### src/monoVgaPkg.sv
`default_nettype none

package monoVgaPkg;

  // host bus.
  localparam int busAddrWidth = 24;
  localparam int busDataWidth = 32; // also pixels per frame-buffer word.

  localparam int pixelWidth = 9;

  localparam logic [busAddrWidth-1:0] scrollRegAddr = 24'h050000;

  // shared by the horizontal and vertical counters.
  typedef enum logic [1:0] {
    syncPhase,
    backPhase,
    activePhase,
    frontPhase
  } linePhase;

endpackage

`default_nettype wire

### src/hostWritePort.sv
`default_nettype none
`timescale 1ns/100ps

module hostWritePort
  import monoVgaPkg::*;
#(
  parameter int frameWords    = 15000,
  parameter int wordAddrWidth = $clog2(frameWords)
) (
  input  logic                     clk_bus,
  input  logic                     busRstN,
  input  logic [busAddrWidth-1:0]  busAddress,
  input  logic [busDataWidth-1:0]  busWriteData,
  input  logic                     busWrite,
  output logic                     ramWrite,
  output logic [wordAddrWidth-1:0] ramAddr,
  output logic [busDataWidth-1:0]  ramData,
  output logic [wordAddrWidth-1:0] scrollValue,
  output logic                     scrollToggle
);

  logic [13:0] wordIndex;
  logic        scrollHit;
  logic        frameHit;

  assign wordIndex = busAddress[15:2];
  assign scrollHit = busWrite && (busAddress == scrollRegAddr);
  assign frameHit  = busWrite && !scrollHit && (wordIndex < frameWords);

  always_ff @(posedge clk_bus or negedge busRstN) begin
    if (!busRstN) begin
      ramWrite     <= 1'b0;
      scrollValue  <= '0;
      scrollToggle <= 1'b0;
    end else begin
      ramWrite <= frameHit;
      if (scrollHit && (busWriteData < frameWords)) begin
        scrollValue  <= busWriteData[wordAddrWidth-1:0];
        scrollToggle <= !scrollToggle; // one flip per accepted write.
      end
    end
  end

  always_ff @(posedge clk_bus) begin
    if (frameHit) begin
      ramAddr <= wordIndex[wordAddrWidth-1:0];
      ramData <= busWriteData;
    end
  end

endmodule

`default_nettype wire

### config.mk
export PLATFORM = sky130hd
export DESIGN_NAME = hostWritePort
export DESIGN_NICKNAME = d
export VERILOG_FILES = /design/src/monoVgaPkg.sv /design/src/hostWritePort.sv
export SDC_FILE = /design/constraint.sdc
export NUM_CORES = 1
export LEC_CHECK = 0
export ABC_AREA = 1
export BUFFER_PORTS_ARGS = -buffer_cell sky130_fd_sc_hd__buf_2
export CORE_UTILIZATION = 30
export DETAILED_ROUTE_END_ITERATION = 8
export PLACE_DENSITY = 0.68
export SLEW_MARGIN = 40
export SYNTH_ARGS = -nofsm -noshare
export SYNTH_HDL_FRONTEND = slang
export SYNTH_SLANG_ARGS = --single-unit
### constraint.sdc
create_clock -name clk_bus -period 0.8 [get_ports clk_bus]
set_input_delay 0.08 -clock clk_bus [delete_from_list [all_inputs] [get_ports clk_bus]]
set_output_delay 0.08 -clock clk_bus [all_outputs]
set_load 0.02 [all_outputs]
### Word level (Yosys, flattened, before mapping)

Index checks and enable logic that the tools add are counted.

* add/sub/neg operators: 0
* multiply operators: 0
* divide/modulo/power cells: 0
* order comparisons: 2
* equal/unequal tests: 1
* shift operators: 0
* mux-type cells: 0
* bitwise gates (word level): 0
* reductions and logical operators: 6

Operator list (count)
* 32-bit by 14-bit less-than comparator with 1-bit output (second input constant): 1
* 24-bit by 19-bit == test with 1-bit output (second input constant): 1
* 14-bit less-than comparator (second input constant): 1
* 1-bit logical AND: 4
* 1-bit logical NOT: 2

* register bits after elaboration: 62
* latch bits: 0
* RAM bits: 0
* memory bits (read-only): 0
* input bits: 59
* output and inout bits: 62
* word-level logic and storage cells: 14
* memories: 0

### Longest topological paths before layout

* word-level depth: 5
* depth in mapped cells: 10
* depth with buffers taken out: 9

### Worst setup path before layout

OpenSTA, ideal clock, no wires.

* path kind: input-to-reg
* from: in busAddress[8]
* to: reg ramAddr[0] (enable)
* library setup time: 0.508 ns
* data arrival time: 3.564 ns
* required time: 0.292 ns
* slack: -3.273 ns
* cell stages on the path: 5
* path buffers: 0
* cells stage by stage: nor2_1 -> nand2_1 -> o21ai_1 -> a21oi_1 -> nor3_1

* cells in the longest elaborated chain, start to end: 5
* elaborated cells on any way between the ends: 6
* classes of those cells: order compare (1); eq/ne (1); reduce/logical (4)

RTL lines
* from (decl): RTL line hostWritePort.sv:12 `input logic [busAddrWidth-1:0] busAddress,`
* parallel branches: the longest is 4 deep, another holds 14-bit less-than comparator
* 1-bit logical AND *: RTL line hostWritePort.sv:28 `assign frameHit = busWrite && !scrollHit && (wordIndex < frameWords);`
* net frameHit: RTL line hostWritePort.sv:24 `logic frameHit;`
* to (signal assigned): RTL line hostWritePort.sv:46 `ramAddr <= wordIndex[wordAddrWidth-1:0];`
* to (decl): RTL line hostWritePort.sv:16 `output logic [wordAddrWidth-1:0] ramAddr,`

Mark *: on every way through the listed nets, which the timed path passes.
A chain may end at the register's enable or synchronous reset.

### Worst setup path in the final report

* from: in busAddress[8]
* to: reg ramData[15] (enable)

* cells in the longest elaborated chain, start to end: 5
* elaborated cells on any way between the ends: 6
* classes of those cells: order compare (1); eq/ne (1); reduce/logical (4)

RTL lines
* parallel branches: the longest is 4 deep, another holds 14-bit less-than comparator
* 1-bit logical AND *: RTL line hostWritePort.sv:28
* net frameHit: RTL line hostWritePort.sv:24
* to (signal assigned): RTL line hostWritePort.sv:47 `ramData <= busWriteData;`
* to (decl): RTL line hostWritePort.sv:17 `output logic [busDataWidth-1:0] ramData,`

Marked as above.

==> flow_metrics.tcl <==
set metrics [dict create \
    wl_per_cell_um 15.2 \
    antenna_found_initial 0 \
    yosys.area_share.simple_pct 22.4 \
    drt_wl_total_um 8040 \
    drt-pass1-iter-count 4 \
    hold_viol_final 0 \
    cp_max_fo 7 \
    finalCriticalPeriod_ns 1.06 \
    r2r_end "scrollValue[8]$_DFFE_PN0P_" \
    vias 2327 \
    placementRows 32 \
    period_share_pct 133 \
    placed_area_um2 3550 \
    clkLatencyLatePin_ns 0.33 \
    synthToLayoutAreaGrowth_pct 98.6 \
    syn_inst 209 \
    drt-initial-drc-count 101 \
    cts_max_level 3 \
    muxShareOfSynthArea_pct 0 \
    fin_area_um2 4880 \
    overflow 0 \
    cp_data_required_time_ns 0.86 \
    postRouteAntennaNets 0 \
    ys_top_cells_by_area "edfxtp_1 56%, dfrtp_1 16%, nand2_1 7.8%, nor2_1 5.2%, nand3_1 3.5%" \
    cts_buffers 9 \
    critPathBufInv 3 \
    ys_seq_area_share_pct 72.5 \
    r2r-start "scrollValue[8]$_DFFE_PN0P_" \
    worst_slew_pin_slew_ns 0.397 \
    slowest_stage "nor3_4" \
    core_um2 7810 \
    cts.reportedPaths.clkPinSlew_ns 0.06 \
    arrival_ns 1.12 \
    violations "setup timing" \
    p_leak_nw 2.18 \
    routabilityCongestion 0.746 \
    endpoint_kind "flip-flop" \
    synth_seq_cells 62 \
    grt_pass1_vias 2327 \
    die-area_um2 8560 \
    reg2reg_depth 4 \
    grt_pass1_wl_um 11000 \
    layout_setup_ws_ns -0.262 \
    final_nets 482 \
    finalPower_mw 8.09 \
    rsz0062_at_grt "yes" \
    ys_warn_count 0 \
    worstSetupStartpoint "busAddress[8]" \
    crit_family "buffers and inverters" \
    yosys.area_share.adder_pct 0 \
    maxCapViolCount 0 \
    worstSetupPathType "in2reg" \
    syn_area_per_cell_um2 11.8 \
    dieHeight_um 92.5 \
    yosys.area.top_type "edfxtp_1" \
    start_kind "input pin" \
    hold_path_depth 2 \
    cts_sinks 62 \
    setup_viol 124 \
    synthesis.area_um2 2460 \
    cts-root-buf "clkbuf_8" \
    syn-num-nets 268 \
    ir_drop_uv 890 \
    pin_count 121 \
    fmax_mhz 942 \
    dp_hpwl_um 4560 \
    tritoncts "yes" \
    path_cells "buf_8, nor2_4, nand2_2, o21ai_2, a21oi_2, nor3_4, buf_6, buf_12" \
    drive_gt1_share_pct 63.1 \
    slew_headroom_pct 73.5 \
    synth_xor_area_share_pct 0 \
    synth_cell_types 20 \
    yosysTopAreaCellShare_pct 56.2 \
    max_stage_delay_ns 0.21 \
    route.detailed.drc 0 \
    port_buffers 120 \
    finalClockSkew_ns 0 \
    grt_max_degree 23 \
    clockBufferDepth 2 \
    status "complete, but fails checks" \
    min-delay-start "busWriteData[18]" \
    regToRegSetupSlack_ns -0.08 \
    cellPowerDensity_nw_per_um2 1660 \
    min_to "ramData[18]$_DFFE_PP_" \
    antenna-diode-count 0 \
    synth_top_family_by_area "simple AND/OR/NAND/NOR gates" \
    routed_via_density 4.39 \
    hp-class "in2reg" \
    initial_utilization_pct 31.5 \
    grt.total_usage_pct 17.2 \
    synth-compound-area-share_pct 1.02 \
    die_width_um 92.5 \
    slew_violations 0 \
]
==> cells in the mapped netlist <==
cell type  instances
buf_6              2
clkbuf_4           1
a21oi_1            3
nor3_1             1
inv_1             17
nand3_2            2
nand3b_1           1
nor2_4             2
nand2_1           51
nor3_4             1
nand3_1           17
and2_0             1
o21ai_1            2
nand2_4            1
inv_2              2
dfrtp_1           16
nor2_1            34
edfxtp_1          46
nand2_2            3
nor2_2             6
==> timing repair <==
item	in CTS	in global routing
setup buffers	12	10
cloned	4	2
endpoints found under the setup margin	124	124
hold endpoints to repair	39	3
gates resized for setup	96	88
pin swaps	10	29
hold buffers	21	3
==> metrics by stage <==
step	util [%]	setup slack [ns]	cells	setup TNS, ns	hold slack [ns]
global route	62.5	-0.279	530	-25.77	0.0130
detailed placement	45.5	-0.597	464	-33.51	0.0236
floorplan	-	-1.15	209	-56.40	-0.216
global placement	45.5	-0.524	464	-29.84	0.0163
finish	62.5	-0.262	530	-22.16	0.0227
CTS	56.9	-0.212	517	-19.47	0.00758
==> per-layer routing <==
metal	GRT usage [%]	vias to the layer above	part of all wire, %
li1	-	1117	-
met1	20.7	1107	39
met2	28.3	89	53
met3	5.58	14	6.0
met4	7.03	0	1.9
met5	0	-	0
==> power breakdown <==
group | switching, mW | leakage, nW | internal, mW
logic | 0.746 | 1.43 | 0.783
clock network | 1.24 | 0.0964 | 1.52
registers | 0.0892 | 0.658 | 3.71
==> final cells by class <==
cell class / count / area [um^2]
Fill cell: 600 / 2930
Tap cell: 102 / 128
Inverter: 19 / 71.3
Clock buffer: 12 / 145
Sequential cell: 62 / 1780
Multi-Input combinational cell: 126 / 865
Clock inverter: 4 / 47.5
Timing Repair Buffer: 205 / 1840
==> cell families after synthesis <==
kind of cell | count (synthesis)
AOI/OAI and AO/OA | 5
and+or+nand+nor | 120
buffers and inverters | 22
DFF | 62
==> sequential cells by signal, indices dropped and copies added (netlist names) <==
register      cells
ramWrite          1
ramData          32
scrollValue      14
ramAddr          14
scrollToggle      1
==> worst max path at each step <==
stage / to / slack [ns] / depth (start not counted)
after floorplan: ramAddr[0]$_DFFE_PP_ / -1.15 / 5
after global placement: ramData[14]$_DFFE_PP_ / -0.52 / 8
after detailed placement: ramData[22]$_DFFE_PP_ / -0.60 / 7
after CTS: ramData[12] / -0.21 / 1
after global routing: ramData[1]$_DFFE_PP_ / -0.28 / 8
final: ramData[15]$_DFFE_PP_ / -0.26 / 8
==> cell usage in the layout, fill, tap and decap left out, types with 2 or more instances in the layout <==
| cell | synthesis | layout |
|---|---|---|
| nor2_1 | 34 | 14 |
| dfrtp_1 | 16 | 16 |
| buf_4 | 0 | 40 |
| clkbuf_8 | 0 | 10 |
| inv_2 | 2 | 3 |
| nand2_2 | 3 | 27 |
| edfxtp_1 | 46 | 46 |
| buf_2 | 0 | 58 |
| a21oi_2 | 0 | 2 |
| buf_12 | 0 | 5 |
| nand3_2 | 2 | 9 |
| nor2_2 | 6 | 8 |
| inv_1 | 17 | 16 |
| clkinv_2 | 0 | 2 |
| nor3_4 | 1 | 2 |
| dlygate4sd3_1 | 0 | 24 |
| nand2_1 | 51 | 27 |
| nor2_4 | 2 | 20 |
| buf_6 | 2 | 75 |
| nand3_1 | 17 | 9 |
| clkbuf_1 | 0 | 2 |
==> worst register-to-register path, delay by kind of cell, from the launching register on <==
| kind | cells | cell delay (ns) |
|---|---|---|
| buf+inv | 2 | 0.26 |
| flops | 1 | 0.39 |
| simple gates | 2 | 0.12 |
Power figures use the tool's default switching activity.
