### src/scrollCrossing.sv
`default_nettype none
`timescale 1ns/100ps

module scrollCrossing #(
  parameter int frameWords    = 15000,
  parameter int wordAddrWidth = $clog2(frameWords)
) (
  input  logic                     clk_pixel,
  input  logic                     pixRstN,
  input  logic [wordAddrWidth-1:0] scrollValue,
  input  logic                     scrollToggle,
  input  logic                     frameStart,
  output logic [wordAddrWidth-1:0] activeScroll
);

  logic [1:0]               toggleSync;
  logic                     toggleLast;
  logic [wordAddrWidth-1:0] pendingScroll;
  logic                     toggleEdge;

  assign toggleEdge = toggleSync[1] ^ toggleLast;

  always_ff @(posedge clk_pixel or negedge pixRstN) begin
    if (!pixRstN) begin
      toggleSync    <= '0;
      toggleLast    <= 1'b0;
      pendingScroll <= '0;
      activeScroll  <= '0;
    end else begin
      toggleSync <= {toggleSync[0], scrollToggle};
      toggleLast <= toggleSync[1];
      if (toggleEdge) begin
        pendingScroll <= scrollValue; // bus side is stable by now.
      end
      if (frameStart) begin
        activeScroll <= pendingScroll; // only between frames.
      end
    end
  end

endmodule

`default_nettype wire

### config.mk
export PLATFORM = sky130hd
export DESIGN_NAME = scrollCrossing
export DESIGN_NICKNAME = d
export VERILOG_FILES = /design/src/scrollCrossing.sv
export SDC_FILE = /design/constraint.sdc
export NUM_CORES = 1
export LEC_CHECK = 0
export BUFFER_PORTS_ARGS = -buffer_cell sky130_fd_sc_hd__buf_4
export CORE_MARGIN = 2
export CORE_UTILIZATION = 30
export DETAILED_ROUTE_END_ITERATION = 8
export PLACE_DENSITY_LB_ADDON = 0.15
export REMOVE_ABC_BUFFERS = 1
export SYNTH_ARGS = -nofsm -noshare
export SYNTH_HDL_FRONTEND = slang
export SYNTH_SLANG_ARGS = --single-unit
### constraint.sdc
create_clock -name clk_pixel -period 3.8 [get_ports clk_pixel]
set_clock_uncertainty 0.05 [all_clocks]
set_input_delay 0.38 -clock clk_pixel [delete_from_list [all_inputs] [get_ports clk_pixel]]
set_output_delay 0.38 -clock clk_pixel [all_outputs]
set_load 0.02 [all_outputs]
Word-level counts from Yosys, hierarchy flattened --
Cells that the tools add are included.
Operators by class: bitwise logic cells 1
Operators by type and width (count):
- $xor 1x1->1 | 1
Word-level totals: flip-flop bits (word level) 31, input port bits 18, output and inout port bits 14, word-level logic and storage cells 5

Depth between registers and ports, before layout --
Gate-level depths: netlist (run 1).
depth in word-level cells 1, depth in mapped cells 3, depth with buffers taken out 2

Worst setup path after synthesis (run 1) --
Ideal clock, no wire load.
kind register to register, from register toggleLast, to register pendingScroll[10], setup time 125 ps, data arrival time 1141 ps, required time 3625 ps, setup slack 2484 ps, cell stages (with the launch flop) 4, path buffers 1, clock period less this slack 1316 ps, cells stage by stage dfrtp_1 xor2_2 buf_6 mux2_2
Between the ends: cells in the longest elaborated chain, start to end 1
Ends and longest elaborated chain:
- from (decl) | line 17 | logic toggleLast;
- from (signal assigned) | line 31 | toggleLast <= toggleSync[1];
- $xor 1x1->1 | line 21 | assign toggleEdge = toggleSync[1] ^ toggleLast;
- to (signal assigned) | line 33 | pendingScroll <= scrollValue;
- to (decl) | line 18 | logic [wordAddrWidth-1:0] pendingScroll;
No other way between the ends. A chain may end at the register's enable or synchronous reset.

Worst setup path after layout (run 1) --
from register toggleLast, to register pendingScroll[8]
Same word-level chain as after synthesis.

==> impl_metrics.json, run 1 <==
{
  "tightest_slew_ns": 0.824,
  "ys_seq_area_share_pct": 69.0,
  "die_h_um": 65.2,
  "cts_root_buf": "clkbuf_8",
  "avgViaCountPerCell": 4.21,
  "drc": 0,
  "leakagePower_nw": 0.683,
  "yosysWarningCount": 0,
  "clkLatencyLatePin_ns": 0.27,
  "post-route-min-period_ns": 1.66,
  "slowest_stage": "xor2_2",
  "hold_violations": 0,
  "core-area_um2": 3630,
  "status": "complete, no violations",
  "synth.area.top_cells": "dfrtp_1 69%, mux2_2 28%, xor2_2 1.4%",
  "ff2ff_path_depth": 2,
  "dieWidth_um": 65.2,
  "postRouteAntennaNets": 0,
  "hold_ws_ns": 0.162,
  "r2r_end": "pendingScroll[8]$_DFFE_PN0P_",
  "dp_cells": 139,
  "rsz0062_at_grt": "no",
  "dp_slack_ns": 2.09,
  "cts_max_path_buffers": 2,
  "cp_cell_sequence": "xor2_2, mux2_2",
  "htreeDepth": 2,
  "rows": 22,
  "yosysMostFrequentCell": "dfrtp_1",
  "yosys_register_bits": 31,
  "routed_wl_um": 1820,
  "worstPathRequired_ns": 3.90,
  "grt_pass1_vias": 663,
  "syn2layout_area_growth_pct": 34.4,
  "ys_types": 5,
  "path_clk_slew_ns": 0.06,
  "numCtsBuffers": 5,
  "r2r_slack_ns": 2.14,
  "post_cts_buffers": 0,
  "synth_edf_count": 0,
  "wl_per_cell_um": 12.3,
  "max_freq_mhz": 603,
  "overflow": 0,
  "place_congestion": 0.643,
  "final_nets": 117,
  "timing.final.crit_share_pct": 43.6,
  "cp-endpoint": "pendingScroll[8]$_DFFE_PN0P_",
  "crit_path_end_kind": "flip-flop",
  "antenna_found_initial": 0,
  "drive_gt1_share_pct": 67.0,
  "antenna_cells": 0,
  "die_area_um2": 4250,
  "cts_resized": 0,
  "crit_family": "XOR/XNOR gates",
  "slew_violations": 0,
  "vias": 623,
  "io_pins": 32,
  "setup_ws_ns": 2.14,
  "netlist_instances": 62,
  "relSlewSlack_pct": 45.0,
  "firstDrtPassIters": 4,
  "start_util_pct": 30.9,
  "drv_cap": 0,
  "drtIter0Drc": 14,
  "crit_arrival_ns": 1.76,
  "cts_tree": "built",
  "track_usage_pct": 10.0,
  "final_cells": 148,
  "yosysTopAreaCell": "dfrtp_1",
  "async_flop_share_pct": 100,
  "start_kind": "flip-flop",
  "worstPathMaxFanout": 14,
  "synth_flop_cell": "dfrtp_1",
  "cts_hold_buf": 1,
  "cp.depth": 2,
  "worstReg2RegStart": "toggleLast$_DFF_PN0_",
  "finalPower_mw": 0.851,
  "yosysTopAreaCellShare_pct": 69.0,
  "cts.sink_count": 31,
  "synth_area_um2": 1120,
  "fin_setup_tns_ns": 0,
  "syn_avg_cell_area_um2": 18.1,
  "hp-class": "in -> reg",
  "grt_start_max_net_pins": 32,
  "grt_pass1_wl_um": 3090,
  "peakVddDrop_v": 0.000235,
  "cp_slowest_stage_delay_ns": 0.68,
  "powerDensity_nw_per_um2": 564,
  "port-buffer-count": 31,
  "path_buf_inv": 0,
  "synthTopCellsByCount": "31 x dfrtp_1, 28 x mux2_2, 1 x buf_2, 1 x buf_6, 1 x xor2_2",
  "cp-startpoint": "toggleLast$_DFF_PN0_",
  "crit_type": "reg -> reg",
  "finalSetupViolations": 0
}
-- state kept, by name, indices dropped and copies added (netlist names) --
name / flops
pendingScroll: 14
toggleLast: 1
toggleSync: 2
activeScroll: 14
-- kinds of logic after synthesis --
family,share of synthesized area (%)
muxes,28.1
xor gates and xnor gates,1.45
buffers and inverters,1.45
DFF,69.0
-- per-layer routing --
layer	GRT usage (%)	share of wire (%)	wire length, um	vias to the layer above
li1	-	-	-	287
met1	11.5	41	745	308
met2	15.2	48	877	26
met3	5.99	10	186	2
met4	3.91	0.66	12	0
met5	0	0	0	-
-- worst min path at each step --
stage | startpoint | end | slack, ns | depth (start not counted)
floorplan | pixRstN | activeScroll[0]$_DFFE_PN0P_ | 0.03 | 0
global placement | pixRstN | activeScroll[12]$_DFFE_PN0P_ | 0.28 | 1
detailed placement | pixRstN | activeScroll[7]$_DFFE_PN0P_ | 0.29 | 1
CTS | scrollToggle | toggleSync[0]$_DFF_PN0_ | 0.15 | 1
global route | scrollToggle | toggleSync[0]$_DFF_PN0_ | 0.14 | 1
finish | scrollToggle | toggleSync[0]$_DFF_PN0_ | 0.16 | 1
-- final cells by class --
| type | count | area (um^2) |
|---|---|---|
| tap | 48 | 60.1 |
| sequential | 31 | 776 |
| multi-input combinational | 29 | 332 |
| timing repair buffer | 32 | 243 |
| clock buffer | 8 | 100 |
| fill | 363 | 2120 |
-- layout by cell type (no fill, tap or decap) --
| master | netlist | final |
|---|---|---|
| dlygate4sd3_1 | 0 | 1 |
| dfrtp_1 | 31 | 31 |
| clkbuf_1 | 0 | 1 |
| clkbuf_8 | 0 | 7 |
| xor2_2 | 1 | 1 |
| buf_4 | 0 | 31 |
| mux2_2 | 28 | 28 |
-- power by group --
| part | switching, mW | internal, mW | total, mW | leakage [nW] |
|---|---|---|---|---|
| registers | 0.0256 | 0.384 | 0.410 | 0.362 |
| logic | 0.0767 | 0.0931 | 0.170 | 0.269 |
| clock network | 0.107 | 0.165 | 0.272 | 0.0515 |
| total | 0.209 | 0.642 | 0.851 | 0.683 |
-- metrics by stage --
step                      util (%)  area (um^2)
after detailed placement      38.5         1400
after floorplan                  -         1110
after global placement        38.5         1400
after global routing          41.6         1510
after CTS                     41.6         1510
final                         41.6         1510
(Power assumes the default switching activity.)
==> inputs of run 2 (changes only) <==
==> constraint.sdc (replaced) <==
create_clock -name clk_pixel -period 1.37 [get_ports clk_pixel]
set_clock_uncertainty 0.05 [all_clocks]
set_input_delay 0.137 -clock clk_pixel [delete_from_list [all_inputs] [get_ports clk_pixel]]
set_output_delay 0.137 -clock clk_pixel [all_outputs]
set_load 0.02 [all_outputs]
==> impl_metrics.json, run 2 (same netlist as run 1, synthesis figures left out) <==
{
  "status": "complete, no violations",
  "hp-class": "in -> reg",
  "final_nets": 120,
  "place_congestion": 0.653,
  "wl_per_cell_um": 12.4,
  "htreeDepth": 2,
  "grt_pass1_wl_um": 2970,
  "start_kind": "flip-flop",
  "start_util_pct": 30.9,
  "avgViaCountPerCell": 4.28,
  "worstPathRequired_ns": 1.48,
  "fin_area_um2": 1540,
  "slew_violations": 0,
  "port-buffer-count": 31,
  "gr-usage-met2_pct": 15.1,
  "cts_resized": 0,
  "leakagePower_nw": 0.697,
  "grt_start_max_net_pins": 32,
  "max_freq_mhz": 797,
  "cp_cell_sequence": "xor2_2, buf_4, mux2_2",
  "grt_use_met1_pct": 10.9,
  "die_area_um2": 4250,
  "rows": 22,
  "die_h_um": 65.2,
  "cp_slowest_stage_delay_ns": 0.39,
  "cts_tree": "built",
  "routed_wl_um": 1870,
  "clkLatencyLatePin_ns": 0.27,
  "place_area_um2": 1420,
  "gr-usage-met3_pct": 3.94,
  "drtIter0Drc": 31,
  "tightest_slew_ns": 0.385,
  "grt_pass1_vias": 656,
  "hpwlAfterDp_um": 1260,
  "grt.busiest_layer": "met2",
  "finalSetupViolations": 0,
  "post-route-min-period_ns": 1.26,
  "path_clk_slew_ns": 0.06,
  "cts.sink_count": 31,
  "hold_violations": 0,
  "dieWidth_um": 65.2,
  "worstPathMaxFanout": 8,
  "core-area_um2": 3630,
  "drc": 0,
  "most-common-layout-cells": "33 x buf_4, 31 x dfrtp_1, 28 x mux2_2",
  "crit_path_end_kind": "flip-flop",
  "cts_root_buf": "clkbuf_8",
  "antenna_found_initial": 0,
  "track_usage_pct": 9.54,
  "cts_max_path_buffers": 2,
  "crit_arrival_ns": 1.37,
  "timing.final.crit_share_pct": 91.6,
  "overflow": 0,
  "postRouteAntennaNets": 0,
  "peakVddDrop_v": 0.000682,
  "layout_commonest_cell": "buf_4",
  "antenna_cells": 0,
  "numCtsBuffers": 5,
  "drv_cap": 0,
  "powerDensity_nw_per_um2": 1550,
  "relSlewSlack_pct": 74.4,
  "crit_type": "reg -> reg",
  "slowest_stage": "dfrtp_1",
  "hold_ws_ns": 0.0420,
  "io_pins": 32,
  "firstDrtPassIters": 3,
  "largestRegisters": "activeScroll x14, pendingScroll x14, toggleSync x2",
  "syn2layout_area_growth_pct": 36.6,
  "vias": 647,
  "drive_gt1_share_pct": 67.0,
  "rsz0062_at_grt": "no"
}
run 2: final timing paths:
kind	startpoint	endpoint	slack, ns	depth (start not counted)
max in group asynchronous	pixRstN	pendingScroll[1]$_DFFE_PN0P_	0.71	2
hold / removal	scrollValue[6]	pendingScroll[6]$_DFFE_PN0P_	0.04	2
setup reg to reg	toggleLast$_DFF_PN0_	pendingScroll[10]$_DFFE_PN0P_	0.11	3
hold reg to reg	toggleSync[0]$_DFF_PN0_	toggleSync[1]$_DFF_PN0_	0.30	0
min in group asynchronous	pixRstN	activeScroll[12]$_DFFE_PN0P_	0.28	2
setup / recovery	toggleLast$_DFF_PN0_	pendingScroll[10]$_DFFE_PN0P_	0.11	3
run 2: critical path: cells and delay by family (launching register included):
family / cells / cell delay (ns)
flops: 1 / 0.39
mux: 1 / 0.34
buf+inv: 1 / 0.19
xor+xnor: 1 / 0.17
run 2: area by class of cell:
class,count,area (um^2)
multi-input combinational,29,332
fill,362,2100
sequential,31,776
clock buffer,8,100
timing repair buffer,35,268
tap,48,60.1
run 2: metal layers:
layer	share of wire, %	routed length [um]
met3	8.7	162
met4	1.4	27
met1	42	777
met2	48	899
met5	0	0
run 2: power breakdown:
group          internal (mW)  switching (mW)
combinational          0.268           0.217
clock                  0.458           0.305
sequential              1.07          0.0693
run 2: timing repair:
item,CTS,global route
hold endpoints to repair,32,0
hold buffers,2,0
setup buffers,0,0
run 2: per-stage QoR:
stage / TNS [ns] / worst slack (ns) / power [mW] / utilization, % / std cells
after detailed placement: 0 / 0.105 / 1.64 / 38.9 / 141
final: 0 / 0.115 / 2.38 / 42.3 / 151
after floorplan: -0.856 / -0.0612 / 1.40 / - / 60
after global routing: 0 / 0.0466 / 2.51 / 42.3 / 151
after global placement: 0 / 0.135 / 1.63 / 38.9 / 141
after CTS: 0 / 0.0951 / 2.43 / 42.3 / 151
