[config.mk]
export PLATFORM = sky130hd
export DESIGN_NAME = pixelFetch_flat
export DESIGN_NICKNAME = d
export VERILOG_FILES = /design/src/monoVgaPkg.sv /design/src/videoTimingIf.sv /design/src/pixelFetch.sv /design/src/flat_wrapper.sv
export SDC_FILE = /design/constraint.sdc
export NUM_CORES = 1
export LEC_CHECK = 0
export BUFFER_PORTS_ARGS = -buffer_cell sky130_fd_sc_hd__buf_2
export CORE_AREA = 5 5 78 80
export DETAILED_ROUTE_END_ITERATION = 7
export DIE_AREA = 0 0 83 85
export PLACE_DENSITY = 0.8
export SYNTH_ARGS = -nofsm -noshare
export SYNTH_HDL_FRONTEND = slang
export SYNTH_SLANG_ARGS = --single-unit
[constraint.sdc]
create_clock -name clk_pixel -period 4 [get_ports clk_pixel]
set_input_delay 0 -clock clk_pixel [delete_from_list [all_inputs] [get_ports clk_pixel]]
set_output_delay 0 -clock clk_pixel [all_outputs]
set_load 0.01 [all_outputs]
[src/monoVgaPkg.sv]
`default_nettype none

package monoVgaPkg;

  // host bus.
  localparam int busAddrWidth = 24;
  localparam int busDataWidth = 32; // also pixels per frame-buffer word.

  localparam int pixelWidth = 9;

  localparam logic [busAddrWidth-1:0] scrollRegAddr = 24'h050000;

  // shared by the horizontal and vertical counters.
  typedef enum logic [1:0] {
    syncPhase,
    backPhase,
    activePhase,
    frontPhase
  } linePhase;

endpackage

`default_nettype wire

[src/videoTimingIf.sv]
`default_nettype none
`timescale 1ns/100ps

interface videoTimingIf;

  logic de;
  logic hsync;
  logic vsync;
  logic frameStart; // one cycle, both counters at zero.

  modport source (
    output de, hsync, vsync, frameStart
  );

  modport sink (
    input de, hsync, vsync, frameStart
  );

endinterface

`default_nettype wire

[src/pixelFetch.sv]
`default_nettype none
`timescale 1ns/100ps

module pixelFetch
  import monoVgaPkg::*;
#(
  parameter int frameWords    = 15000,
  parameter int wordAddrWidth = $clog2(frameWords)
) (
  input  logic                     clk_pixel,
  input  logic                     pixRstN,
  videoTimingIf.sink               video,
  input  logic [wordAddrWidth-1:0] activeScroll,
  input  logic [busDataWidth-1:0]  readData,
  output logic [wordAddrWidth-1:0] readAddr,
  output logic [pixelWidth-1:0]    pixelData,
  output logic                     de,
  output logic                     hsync,
  output logic                     vsync
);

  localparam int bitIdxWidth = $clog2(busDataWidth);

  logic [2:0]               primeStage;
  logic [bitIdxWidth-1:0]   bitIndex;
  logic [busDataWidth-1:0]  currentWord;
  logic [wordAddrWidth-1:0] nextAddr;
  logic                     wordDone;

  // stage 0 sets the first address, stage 2 takes its data.
  assign wordDone = primeStage[2] ||
                    (video.de && (bitIndex == bitIdxWidth'(busDataWidth - 1)));
  assign nextAddr = (readAddr == wordAddrWidth'(frameWords - 1)) ? '0 : readAddr + 1'b1;

  always_ff @(posedge clk_pixel or negedge pixRstN) begin
    if (!pixRstN) begin
      primeStage <= '0;
      readAddr   <= '0;
      bitIndex   <= '0;
    end else begin
      primeStage <= {primeStage[1:0], video.frameStart};
      if (primeStage[0]) begin
        readAddr <= activeScroll; // scroll was applied on frameStart.
      end else if (wordDone) begin
        readAddr <= nextAddr; // prefetch one word ahead.
      end
      if (primeStage[2]) begin
        bitIndex <= '0;
      end else if (video.de) begin
        bitIndex <= bitIndex + 1'b1;
      end
    end
  end

  always_ff @(posedge clk_pixel) begin
    if (wordDone) begin
      currentWord <= readData;
    end
  end

  always_ff @(posedge clk_pixel or negedge pixRstN) begin
    if (!pixRstN) begin
      pixelData <= '0;
      de        <= 1'b0;
      hsync     <= 1'b1;
      vsync     <= 1'b1;
    end else begin
      pixelData <= (video.de && currentWord[bitIndex]) ? {pixelWidth{1'b1}} : '0;
      de        <= video.de;
      hsync     <= video.hsync;
      vsync     <= video.vsync;
    end
  end

endmodule

`default_nettype wire

[src/flat_wrapper.sv]
// flat-port wrapper written by rule: the top's interface ports become plain ports
module pixelFetch_flat import monoVgaPkg::*;
#(
  parameter int frameWords    = 15000,
  parameter int wordAddrWidth = $clog2(frameWords)
)
  (clk_pixel, pixRstN, activeScroll, readData, readAddr, pixelData, de, hsync, vsync, video_de, video_hsync, video_vsync, video_frameStart);
  videoTimingIf video_i ();
  input  logic clk_pixel;
  input  logic pixRstN;
  input  logic [wordAddrWidth-1:0] activeScroll;
  input  logic [busDataWidth-1:0] readData;
  output logic [wordAddrWidth-1:0] readAddr;
  output logic [pixelWidth-1:0] pixelData;
  output logic de;
  output logic hsync;
  output logic vsync;
  input wire logic [$bits(video_i.de)-1:0] video_de;
  input wire logic [$bits(video_i.hsync)-1:0] video_hsync;
  input wire logic [$bits(video_i.vsync)-1:0] video_vsync;
  input wire logic [$bits(video_i.frameStart)-1:0] video_frameStart;
  assign video_i.de = video_de;
  assign video_i.hsync = video_hsync;
  assign video_i.vsync = video_vsync;
  assign video_i.frameStart = video_frameStart;
  pixelFetch #(.frameWords(frameWords), .wordAddrWidth(wordAddrWidth)) u_core (.clk_pixel(clk_pixel), .pixRstN(pixRstN), .video(video_i), .activeScroll(activeScroll), .readData(readData), .readAddr(readAddr), .pixelData(pixelData), .de(de), .hsync(hsync), .vsync(vsync));
endmodule
After elaboration in Yosys (flattened, before gate mapping) --
Index checks and enable logic that the tools add are counted. W data, S select, Z words.
Storage, ports and cells: memory bits (read-only) 0, bits of input ports 52, flip-flop bits (word level) 66, RAM bits 0, latch bits 0, memories kept 0, output and inout bits 26
Cells by class: muxes and demuxes 8, multiply operators 0, bitwise operators 0, equal/unequal tests 2, $lt $le $gt $ge 1, div/mod/pow operators 0, shift operators 0, reductions and logical operators 5, $add $sub $neg 2
Operator list (count):
- $mux W14 | 3
- $add A14 B1 Y14 const B | 1
- $eq A14 B14 Y1 const B | 1
- $mux W5 | 2
- $mux W9 | 1
- $lt A5 B6 Y1 const B | 1
- $add A5 B1 Y5 const B | 1
- $bmux W1 S5 | 1
- $eq A5 B5 Y1 const B | 1
- $reduce_bool A2 Y1 | 2
- $logic_and A1 B1 Y1 | 2
- $logic_or A1 B1 Y1 | 1
- $mux W1 | 1

Depth between registers and ports, before layout --
Gate-level depths: netlist of run 1.
word-level depth 5, gate-level depth with buffers 9, gate-level depth less buffers 9

Worst setup path after synthesis of run 1 --
OpenSTA, ideal clock, no wires.
path type flip-flop to flip-flop, from register u_core.bitIndex[0], to register u_core.readAddr[9], path slack 1.150 ns, stages on the path, launching flop included 10, required time 3.905 ns, buffers on the path 0, arrival 2.755 ns, path through dfrtp_1 > ha_1 > and3_1 > ha_1 > a21oi_1 > clkinv_1 > nor2_1 > nor4_1 > xnor2_1 > o31ai_1
Between the ends: cells in the longest elaborated chain, start to end 4
RTL lines:
- from (decl) | line pixelFetch.sv:25 | logic [bitIdxWidth-1:0] bitIndex;
- from (signal assigned) | line pixelFetch.sv:50 | bitIndex <= bitIndex + 1'b1;
- $eq A5 B5 Y1 | line pixelFetch.sv:32 | (video.de && (bitIndex == bitIdxWidth'(busDataWidth - 1)));
- $logic_and A1 B1 Y1 | line pixelFetch.sv:32
- $logic_or A1 B1 Y1 | line pixelFetch.sv:31 | assign wordDone = primeStage[2] ||
- via u_core.wordDone | line pixelFetch.sv:28 | logic wordDone;
- $reduce_bool A2 Y1 (no line)
- to (signal assigned) | line pixelFetch.sv:43 | readAddr <= activeScroll;
- to (signal assigned) | line pixelFetch.sv:45 | readAddr <= nextAddr;
- to (decl) | line pixelFetch.sv:15 | output logic [wordAddrWidth-1:0] readAddr,
The timed path passes the listed nets, and every way through them passes these cells. A chain may end at the register's enable or synchronous reset.

Final worst setup path of run 1 --
Same ends and word-level chain as after synthesis.

==> metrics.txt, run 1 <==
# diodes=0; DRT iter0 DRCs=184; WL final=6360 um; Post-synth EDFFs=32; Worst Path Class, Setup=register to register; hold slack=0.2071 ns; CTS root buffer=clkbuf_8; grt peak-use layer=met2; asr flop ratio synth=44.83%; Detail Route Antenna Nets=0; commonest cells in the synthesized netlist=edfxtp_1 (32), dfrtp_1 (24), nand2_1 (17), nor2_1 (16), o21ai_0 (12); DRC violations left=0; Highest Clock Rate=0.3624 GHz; met2 Resource Use GR=31.41%; Synth area leaders=edfxtp_1 (36%), dfrtp_1 (23%), mux4_2 (4.3%), mux2i_1 (2.7%), buf_4 (2.6%); crit path DAT=3.00 ns; CP startpoint kind=register; Core ar.=0.005338 mm2; top cell type by total area after synthesis=edfxtp_1; most frequent cell after synthesis=edfxtp_1; gr usage total=18.99%; WL/cell=15.51 um; detailed placer's ending HPWL=4014 um; FF-to-FF Start=u_core.bitIndex[0]; post-synth top area share=36.47%; hold crit path type=input pin to async pin; crit path from=u_core.bitIndex[0]; Reg clk slew, reported paths=0.07 ns; die footprint=0.007055 mm2; syn nets=264; Worst EP required=4.24 ns; post-layout min period=2.760 ns; GR Layer Usage met3=6.699%; Inserted Clock Buffers=9; largest net degree at the start of global routing=27; setup TNS=0 ns; DIE WIDTH=83 um; Setup-failing EPs final=0; Cell Pwr Density=394.0 mW/mm2; Pre-antenna DRT Iters=4; crit path max-delay cell type=dfrtp_1; vias in the first global route=2,170; Bufs on Longest Clock Path=2; Total Nets Final=389; Hold-fix buffers, CTS=51; Syn Area/Cell=12.67 um2; Worst-Margin Slew=0.9251 ns; Most used DFF post-synth=edfxtp_1; H-tree lvl count=3; Via Count=2,162; CP max stage delay=0.79 ns; peak supply drop=0.0002809 V; worst-path maximum fanout=21; number of synthesized register bits=58; num rows=27; Area Overhead vs Synth=42.55%; boundary pin count=78; drt via density=5.273; skew final=0.005334 ns; Sink Count=58; total gr overflow=0; cell count after synthesis=208; initial core utilization=49.37%; Pins Over Slew Limit=0; RSZ-0062 raised after global routing=no; CTS tree=yes; Pleak=1.575 nW; endpoint class of the critical path=register; Final Cycle Share=68.99%; Final Hold Viols=0; reg2reg path depth=11; port bufs=77; layout cells sized above 1=31.36%; sequential share of the synthesized area=61.25%; first-pass GRT wire length=10,560 um; Rel. slew slack=37.82%; run status=complete, no violations; Filler cells=394; Ys Warns=0; Mapped Area=0.002635 mm2; Max Cap Violations=0; worst r2r dst=u_core.readAddr[9]; cell chain of the critical path=ha_1 -> and3_1 -> ha_1 -> a21oi_1 -> buf_4 -> clkinv_1 -> buf_4 -> nor2_1 -> nor4_1 -> xnor2_1 -> o31ai_1; Synth cell types=42; Post-CTS Resized=0; post-CTS setup buffer count=0; Clk Latency, worst-skew pair=0.33 ns; antenna violations before repair=0; GP Congestion=0.8529; Die Ht=85 um; internal reg-to-reg setup slack=1.24 ns; met1 Resource Use GR=23.42%
## cell families after synthesis
logic type      count (synthesis)  synth area share (%)
flops                          58                 61.25
xor+xnor                        8                 2.659
buf+inv                        24                 4.843
compound gates                 38                 9.592
mux                            14                 7.787
simple gates                   62                 11.97
fa+ha+maj                       4                 1.899
## registers in the layout (all words and copies together), names as in the netlist
signal and cells:
u_core.pixelData 1, u_core.bitIndex 5, u_core.readAddr 14, u_core.de 1, u_core.vsync 1, u_core.currentWord 32, u_core.primeStage 3, u_core.hsync 1
## how the worst max path moves through the flow
stage	cells past startpoint	endpoint	slack [ns]
global route	11	u_core.readAddr[9]	0.92
finish	11	u_core.readAddr[9]	1.24
CTS	11	u_core.readAddr[9]	1.21
global placement	11	u_core.readAddr[9]	1.36
detailed placement	11	u_core.readAddr[9]	1.20
floorplan	9	u_core.readAddr[9]	1.15
## power breakdown
group	internal (mW)	total (mW)	switching [mW]	leakage, nW
logic	0.113	0.198	0.0856	0.847
clock network	0.336	0.563	0.227	0.102
registers	0.674	0.719	0.0451	0.625
## through the flow
stage | total power [mW] | std cells | area [um2] | setup WS (ns) | utilization, %
5_1_grt | 1.553 | 410 | 3756 | 0.9152 | 70.37
3_3_place_gp | 0.8848 | 343 | 3032 | 1.361 | 56.80
6_report | 1.480 | 410 | 3756 | 1.240 | 70.37
3_5_place_dp | 0.8895 | 343 | 3032 | 1.201 | 56.80
4_1_cts | 1.494 | 410 | 3756 | 1.211 | 70.37
2_1_floorplan | 0.8206 | 208 | 2635 | 1.150 | -
## cells in the final DEF (no fill, tap or decap), types with 2 or more instances in the layout
cell / Yosys / final
a21oi_1: 7 / 7
a221oi_1: 2 / 2
a2bb2oi_1: 4 / 4
a31oi_1: 3 / 3
a41oi_1: 2 / 2
buf_2: 3 / 77
buf_4: 9 / 3
clkbuf_8: 0 / 12
clkinv_1: 1 / 2
clkinvlp_4: 0 / 2
dfrtp_1: 24 / 24
dfstp_2: 2 / 2
dlygate4sd3_1: 0 / 51
edfxtp_1: 32 / 32
ha_1: 4 / 4
inv_1: 6 / 6
mux2_2: 2 / 2
mux2i_1: 7 / 7
mux4_2: 5 / 5
nand2_1: 17 / 17
nand3_1: 4 / 4
nand3b_1: 3 / 3
nand4_1: 6 / 6
nor2_1: 16 / 16
nor3_1: 4 / 4
nor4_1: 4 / 4
o21ai_0: 12 / 12
o31ai_1: 2 / 2
xnor2_1: 4 / 4
xor2_1: 4 / 4
## final cells by class
cell class / instances / area, um2 / area share, %
sequential: 58 / 1614 / 42.97
multi-input combinational: 126 / 893.4 / 23.78
tap: 72 / 90.09 / 2.398
timing repair buffer: 131 / 918.4 / 24.45
inverter: 7 / 26.28 / 0.6995
clock inverter: 4 / 48.80 / 1.299
clock buffer: 12 / 165.2 / 4.397
## worst max-delay path, delay by kind of cell, from the launching register on
| kind | cells | cell delay (ns) |
|---|---|---|
| xor gates and xnor gates | 1 | 0.11 |
| DFF | 1 | 0.79 |
| buffers and inverters | 3 | 0.52 |
| adders and majority gates | 2 | 0.42 |
| and+or+nand+nor | 3 | 0.55 |
| AOI/OAI and AO/OA | 2 | 0.29 |
## metal layers
| layer | vias up | wire length [um] |
|---|---|---|
| met5 | - | 0 |
| met4 | 0 | 75 |
| met3 | 9 | 459 |
| met2 | 105 | 3191 |
| met1 | 1020 | 2633 |
| li1 | 1028 | - |
Power figures use the tool's default switching activity.
==> inputs of run 2 (changes only) <==
--- a/config.mk
+++ b/config.mk
@@ -6,10 +6,10 @@
 export NUM_CORES = 1
 export LEC_CHECK = 0
 export BUFFER_PORTS_ARGS = -buffer_cell sky130_fd_sc_hd__buf_2
-export CORE_AREA = 5 5 78 80
+export CORE_AREA = 5 5 82 84
 export DETAILED_ROUTE_END_ITERATION = 7
-export DIE_AREA = 0 0 83 85
-export PLACE_DENSITY = 0.8
+export DIE_AREA = 0 0 87 89
+export PLACE_DENSITY = 0.76
 export SYNTH_ARGS = -nofsm -noshare
 export SYNTH_HDL_FRONTEND = slang
 export SYNTH_SLANG_ARGS = --single-unit
==> constraint.sdc (replaced) <==
create_clock -name clk_pixel -period 2.4 [get_ports clk_pixel]
set_input_delay 0 -clock clk_pixel [delete_from_list [all_inputs] [get_ports clk_pixel]]
set_output_delay 0 -clock clk_pixel [all_outputs]
set_load 0.01 [all_outputs]
==> metrics.txt, run 2 (same netlist as run 1, synthesis figures left out) <==
crit path DAT=2.41 ns (was 3.00 ns); Inserted Clock Buffers=9 (unchanged); WL/cell=15.39 um (was 15.51 um); detailed placer's ending HPWL=4157 um (was 4014 um); Worst-Margin Slew=0.5922 ns (was 0.9251 ns); Area Overhead vs Synth=44.78% (was 42.55%); FF-to-FF Start=u_core.readAddr[3] (was u_core.bitIndex[0]); most frequent cells in the layout=buf_2 (77), dlygate4sd3_1 (51), edfxtp_1 (32) (unchanged); Regs by FF count=u_core.currentWord (32), u_core.readAddr (14), u_core.bitIndex (5) (unchanged); Worst Path Class, Setup=register to register (unchanged); Highest Clock Rate=0.4551 GHz (was 0.3624 GHz); WL final=6416 um (was 6360 um); Cell Pwr Density=683.5 mW/mm2 (was 394.0 mW/mm2); Reg clk slew, reported paths=0.07 ns (about the same); Detail Route Antenna Nets=0 (unchanged); Final Hold Viols=0 (unchanged); run status=complete, no violations (unchanged); Max Cap Violations=0 (unchanged); Pins Over Slew Limit=0 (unchanged); switching power total=603.4 uW (was 357.4 uW); sequential cell area=0.001614 mm2 (unchanged); # diodes=0 (unchanged); Setup-failing EPs final=0 (unchanged); Worst EP required=2.61 ns (was 4.24 ns); setup TNS=0 ns (unchanged); clock share of power=41.1% (was 38.0%); Via Count=2,152 (was 2,162); reg2reg path depth=6 (was 11); DRT iter0 DRCs=99 (was 184); first-pass GRT wire length=10,350 um (was 10,560 um); internal reg-to-reg setup slack=0.20 ns (was 1.24 ns); hold crit path type=input pin to async pin (unchanged); post-CTS setup buffer count=0 (unchanged); Pre-antenna DRT Iters=4 (unchanged); Total Nets Final=393 (was 389); skew final=0.008254 ns (was 0.005334 ns); Core ar.=0.005851 mm2 (was 0.005338 mm2); Final Cycle Share=91.55% (was 68.99%); largest net degree at the start of global routing=33 (was 27); CP startpoint kind=register (unchanged); max reg flops=32 (unchanged); RSZ-0062 raised after global routing=no (unchanged); H-tree lvl count=3 (unchanged); switch share=23.14% (was 24.15%); num rows=28 (was 27); gr usage total=17.73% (was 18.99%); endpoint class of the critical path=register (unchanged); port bufs=77 (unchanged); drt via density=5.161 (was 5.273); worst-path maximum fanout=9 (was 21); boundary pin count=78 (unchanged); layout cells sized above 1=31.87% (was 31.36%); Largest Register=u_core.currentWord (unchanged); hold slack=0.2057 ns (was 0.2071 ns); GP Congestion=0.8494 (was 0.8529); post-layout min period=2.197 ns (was 2.760 ns); Pleak=1.611 nW (was 1.575 nW); Die Ht=89 um (was 85 um); vias in the first global route=2,178 (was 2,170); P_int=2.004 mW (was 1.123 mW); total gr overflow=0 (unchanged); antenna violations before repair=0 (unchanged); sequential power share=45.1% (was 48.6%); DIE WIDTH=87 um (was 83 um); area of the multi-input gates=893.4 um2 (unchanged); Clk Latency, worst-skew pair=0.33 ns (about the same); Comb pwr share=13.8% (was 13.4%); Rel. slew slack=60.52% (was 37.82%); die footprint=0.007743 mm2 (was 0.007055 mm2); Sink Count=58 (unchanged); Filler cells=437 (was 394); CTS root buffer=clkbuf_8 (unchanged); Bufs on Longest Clock Path=2 (unchanged); peak supply drop=0.0004265 V (was 0.0002809 V); initial core utilization=45.04% (was 49.37%); CTS tree=yes (unchanged); worst r2r dst=u_core.readAddr[3] (was u_core.readAddr[9]); DRC violations left=0 (unchanged); commonest non-fill, non-tap cell in the layout=buf_2 (unchanged)
==> run 2: cell count changes in the layout (fill, tap and decap cells not counted) <==
cell / delta
clkinvlp_4: -2
clkbuf_1: +2
buf_4: +4
clkinv_4: +2
clkinv_1: -1
bufinv_16: +2
clkbuf_8: -3
==> run 2: cell type report <==
| type | instances | area share, % |
|---|---|---|
| clock inverter | 5 | 2.689 |
| multi-input combinational | 126 | 23.42 |
| sequential | 58 | 42.31 |
| timing repair buffer | 135 | 24.86 |
| clock buffer | 11 | 3.444 |
| inverter | 7 | 0.8199 |
| tap | 75 | 2.460 |
==> run 2: per-stage QoR <==
| stage | instance area, um2 | power, mW | utilization (%) | cells | worst slack (ns) |
|---|---|---|---|---|---|
| floorplan | 2640 | 1.368 | - | 208 | 0.08673 |
| global placement | 3070 | 1.483 | 52.48 | 350 | 0.3013 |
| detailed placement | 3070 | 1.492 | 52.48 | 350 | 0.2427 |
| CTS | 3815 | 2.623 | 65.21 | 417 | 0.1953 |
| global route | 3815 | 2.727 | 65.21 | 417 | 0.02765 |
| finish | 3815 | 2.608 | 65.21 | 417 | 0.2028 |
==> run 2: what timing repair did <==
action,in CTS,in global routing
hold buffers,51,0
endpoints found under the setup margin,0,0
gates resized for setup,0,0
endpoints found under the hold margin,75,0
==> run 2: power by group through the flow <==
stage	clock network [mW]	registers (mW)	logic, mW
after floorplan	0	1.20	0.167
after global placement	0	1.19	0.292
after global routing	1.14	1.19	0.400
after CTS	1.08	1.18	0.363
after detailed placement	0	1.19	0.297
final	1.07	1.18	0.359
==> run 2: layer usage <==
metal / vias to the layer above / track usage, % / part of all wire [%] / wire (um)
li1: 1039 / - / - / -
met1: 1008 / 20.70 / 40 / 2562
met2: 92 / 31.33 / 51 / 3269
met3: 13 / 4.608 / 7.4 / 473
met4: 0 / 6.799 / 1.7 / 110
met5: - / 0 / 0 / 0
==> run 2: worst max-delay path: stages (launching register included) <==
cell	delay, ns
dfrtp_1	0.45
or4b_1	0.57
nor4_2	0.37
buf_4	0.23
o21ai_0	0.10
a221oi_1	0.29
a21oi_1	0.07
==> run 2: worst max-delay path by stage <==
stage / startpoint / slack (ns) / to / cells past startpoint
floorplan: u_core.bitIndex[0] / 0.09 / u_core.readAddr[9] / 9
global placement: u_core.readAddr[3] / 0.30 / u_core.readAddr[3] / 6
detailed placement: u_core.readAddr[3] / 0.24 / u_core.readAddr[3] / 6
CTS: u_core.readAddr[3] / 0.20 / u_core.readAddr[3] / 6
global route: u_core.readAddr[3] / 0.03 / u_core.readAddr[3] / 6
finish: u_core.readAddr[3] / 0.20 / u_core.readAddr[3] / 6
==> inputs of run 3 (changes only) <==
--- a/config.mk
+++ b/config.mk
@@ -6,10 +6,10 @@
 export NUM_CORES = 1
 export LEC_CHECK = 0
 export BUFFER_PORTS_ARGS = -buffer_cell sky130_fd_sc_hd__buf_2
-export CORE_AREA = 5 5 82 84
+export CORE_AREA = 5 5 76 78
 export DETAILED_ROUTE_END_ITERATION = 7
-export DIE_AREA = 0 0 87 89
-export PLACE_DENSITY = 0.76
+export DIE_AREA = 0 0 81 83
+export PLACE_DENSITY = 0.84
 export SYNTH_ARGS = -nofsm -noshare
 export SYNTH_HDL_FRONTEND = slang
 export SYNTH_SLANG_ARGS = --single-unit
==> constraint.sdc (replaced) <==
create_clock -name clk_pixel -period 2.6 [get_ports clk_pixel]
set_input_delay 0 -clock clk_pixel [delete_from_list [all_inputs] [get_ports clk_pixel]]
set_output_delay 0 -clock clk_pixel [all_outputs]
set_load 0.01 [all_outputs]
==> metrics.txt, run 3 (same netlist as run 1, synthesis figures left out) <==
area of the multi-input gates=893.4 um2 (unchanged); CTS tree=yes (unchanged); crit path DAT=2.50 ns (was 2.41 ns); Pre-antenna DRT Iters=4 (unchanged); Final Util=75.12% (was 65.21%); hold crit path type=input pin to async pin (unchanged); Setup-failing EPs final=0 (unchanged); Bufs on Longest Clock Path=2 (unchanged); CTS root buffer=clkbuf_8 (unchanged); Regs by FF count=u_core.currentWord (32), u_core.readAddr (14), u_core.bitIndex (5) (unchanged); Worst-Margin Slew=0.6726 ns (was 0.5922 ns); worst-path maximum fanout=7 (was 9); hold slack=0.1962 ns (was 0.2057 ns); Inserted Clock Buffers=9 (unchanged); Die Ht=83 um (was 89 um); Final Hold Viols=0 (unchanged); Rel. slew slack=55.16% (was 60.52%); Hold-fix buffers, CTS=51 (unchanged); Final Cell Area=0.003764 mm2 (was 0.003815 mm2); # diodes=0 (unchanged); Cell Pwr Density=590.2 mW/mm2 (was 683.5 mW/mm2); DIE WIDTH=81 um (was 87 um); initial core utilization=52.60% (was 45.04%); largest net degree at the start of global routing=29 (was 33); Max Cap Violations=0 (unchanged); skew final=0.006719 ns (was 0.008254 ns); first-pass GRT wire length=10,930 um (was 10,350 um); RSZ-0062 raised after global routing=no (unchanged); Core ar.=0.005010 mm2 (was 0.005851 mm2); layout cells sized above 1=32.26% (was 31.87%); num rows=26 (was 28); WL/cell=15.78 um (was 15.39 um); Pleak=1.588 nW (was 1.611 nW); Pins Over Slew Limit=0 (unchanged); post-layout min period=2.318 ns (was 2.197 ns); Worst Path Class, Setup=register to register (unchanged); die footprint=0.006723 mm2 (was 0.007743 mm2); Reg clk slew, reported paths=0.07 ns (about the same); dpl cell area=0.003053 mm2 (was 0.003070 mm2); Detail Route Antenna Nets=0 (unchanged); CP startpoint kind=register (unchanged); Via Count=2,157 (was 2,152); gr usage total=21.12% (was 17.73%); post-CTS setup buffer count=0 (unchanged); GP Congestion=0.8523 (was 0.8494); Post-CTS Resized=0 (unchanged); commonest non-fill, non-tap cell in the layout=buf_2 (unchanged); Worst EP required=2.78 ns (was 2.61 ns); DRC violations left=0 (unchanged); Filler cells=345 (was 437); setup TNS=0 ns (unchanged); Clk Latency, worst-skew pair=0.34 ns (was 0.33 ns); port bufs=77 (unchanged); Largest Register=u_core.currentWord (unchanged); peak supply drop=0.0004572 V (was 0.0004265 V); sequential cell area=0.001614 mm2 (unchanged); max reg flops=32 (unchanged); total gr overflow=0 (unchanged); Total Nets Final=392 (was 393); endpoint class of the critical path=register (unchanged); H-tree lvl count=3 (unchanged); drt via density=5.248 (was 5.161); WL final=6486 um (was 6416 um); Sink Count=58 (unchanged); DRT iter0 DRCs=130 (was 99); vias in the first global route=2,360 (was 2,178); Highest Clock Rate=0.4314 GHz (was 0.4551 GHz); run status=complete, no violations (unchanged); boundary pin count=78 (unchanged); Final Cycle Share=89.15% (was 91.55%); overall power=2.221 mW (was 2.608 mW); Area Overhead vs Synth=42.83% (was 44.78%); antenna violations before repair=0 (unchanged); most frequent cells in the layout=buf_2 (77), dlygate4sd3_1 (51), edfxtp_1 (32) (unchanged); detailed placer's ending HPWL=4029 um (was 4157 um)
## run 3: where the power goes
group / internal, mW / total (mW) / switching, mW
logic: 0.176 / 0.329 / 0.153
clock network: 0.454 / 0.802 / 0.348
registers: 1.04 / 1.09 / 0.0530
## run 3: worst paths after layout
kind	endpoint	depth (start not counted)	slack (ns)	start
min in group clk_pixel	u_core.vsync	2	0.30	video_vsync
setup / recovery	u_core.readAddr[10]	6	0.28	u_core.readAddr[3]
hold / removal	u_core.bitIndex[0]	2	0.20	pixRstN
setup reg to reg	u_core.readAddr[10]	6	0.28	u_core.readAddr[3]
hold reg to reg	u_core.primeStage[2]	0	0.35	u_core.primeStage[1]
max in group asynchronous	u_core.pixelData[7]	2	2.02	pixRstN
## run 3: critical path: stages (launching register included)
cell and delay (ns):
dfrtp_1 0.44, or4b_1 0.55, nor4_2 0.47, buf_4 0.23
o21ai_2 0.06, a221oi_1 0.33, a21oi_1 0.08
## run 3: area by class of cell
type / count / share of cell area [%]
clock buffers: 13 / 4.787
well taps: 70 / 2.327
multi-input cells: 126 / 23.74
inverters: 7 / 0.7314
clock inverters: 3 / 0.5319
flip-flops and latches: 58 / 42.89
repair buffers: 134 / 25.00
## run 3: layer usage
metal  global-route usage, %  vias up  wire length (um)
li1                        -     1031                 -
met1                   24.75     1027              2581
met2                   35.25       89              3306
met3                   8.009       10               487
met4                   6.759        0               111
met5                       0        -                 0
## run 3: stage by stage
step	instances	worst slack, ns
finish	411	0.2821
floorplan	208	0.1666
global route	411	0.1347
detailed placement	344	0.3292
CTS	411	0.3080
global placement	344	0.3760
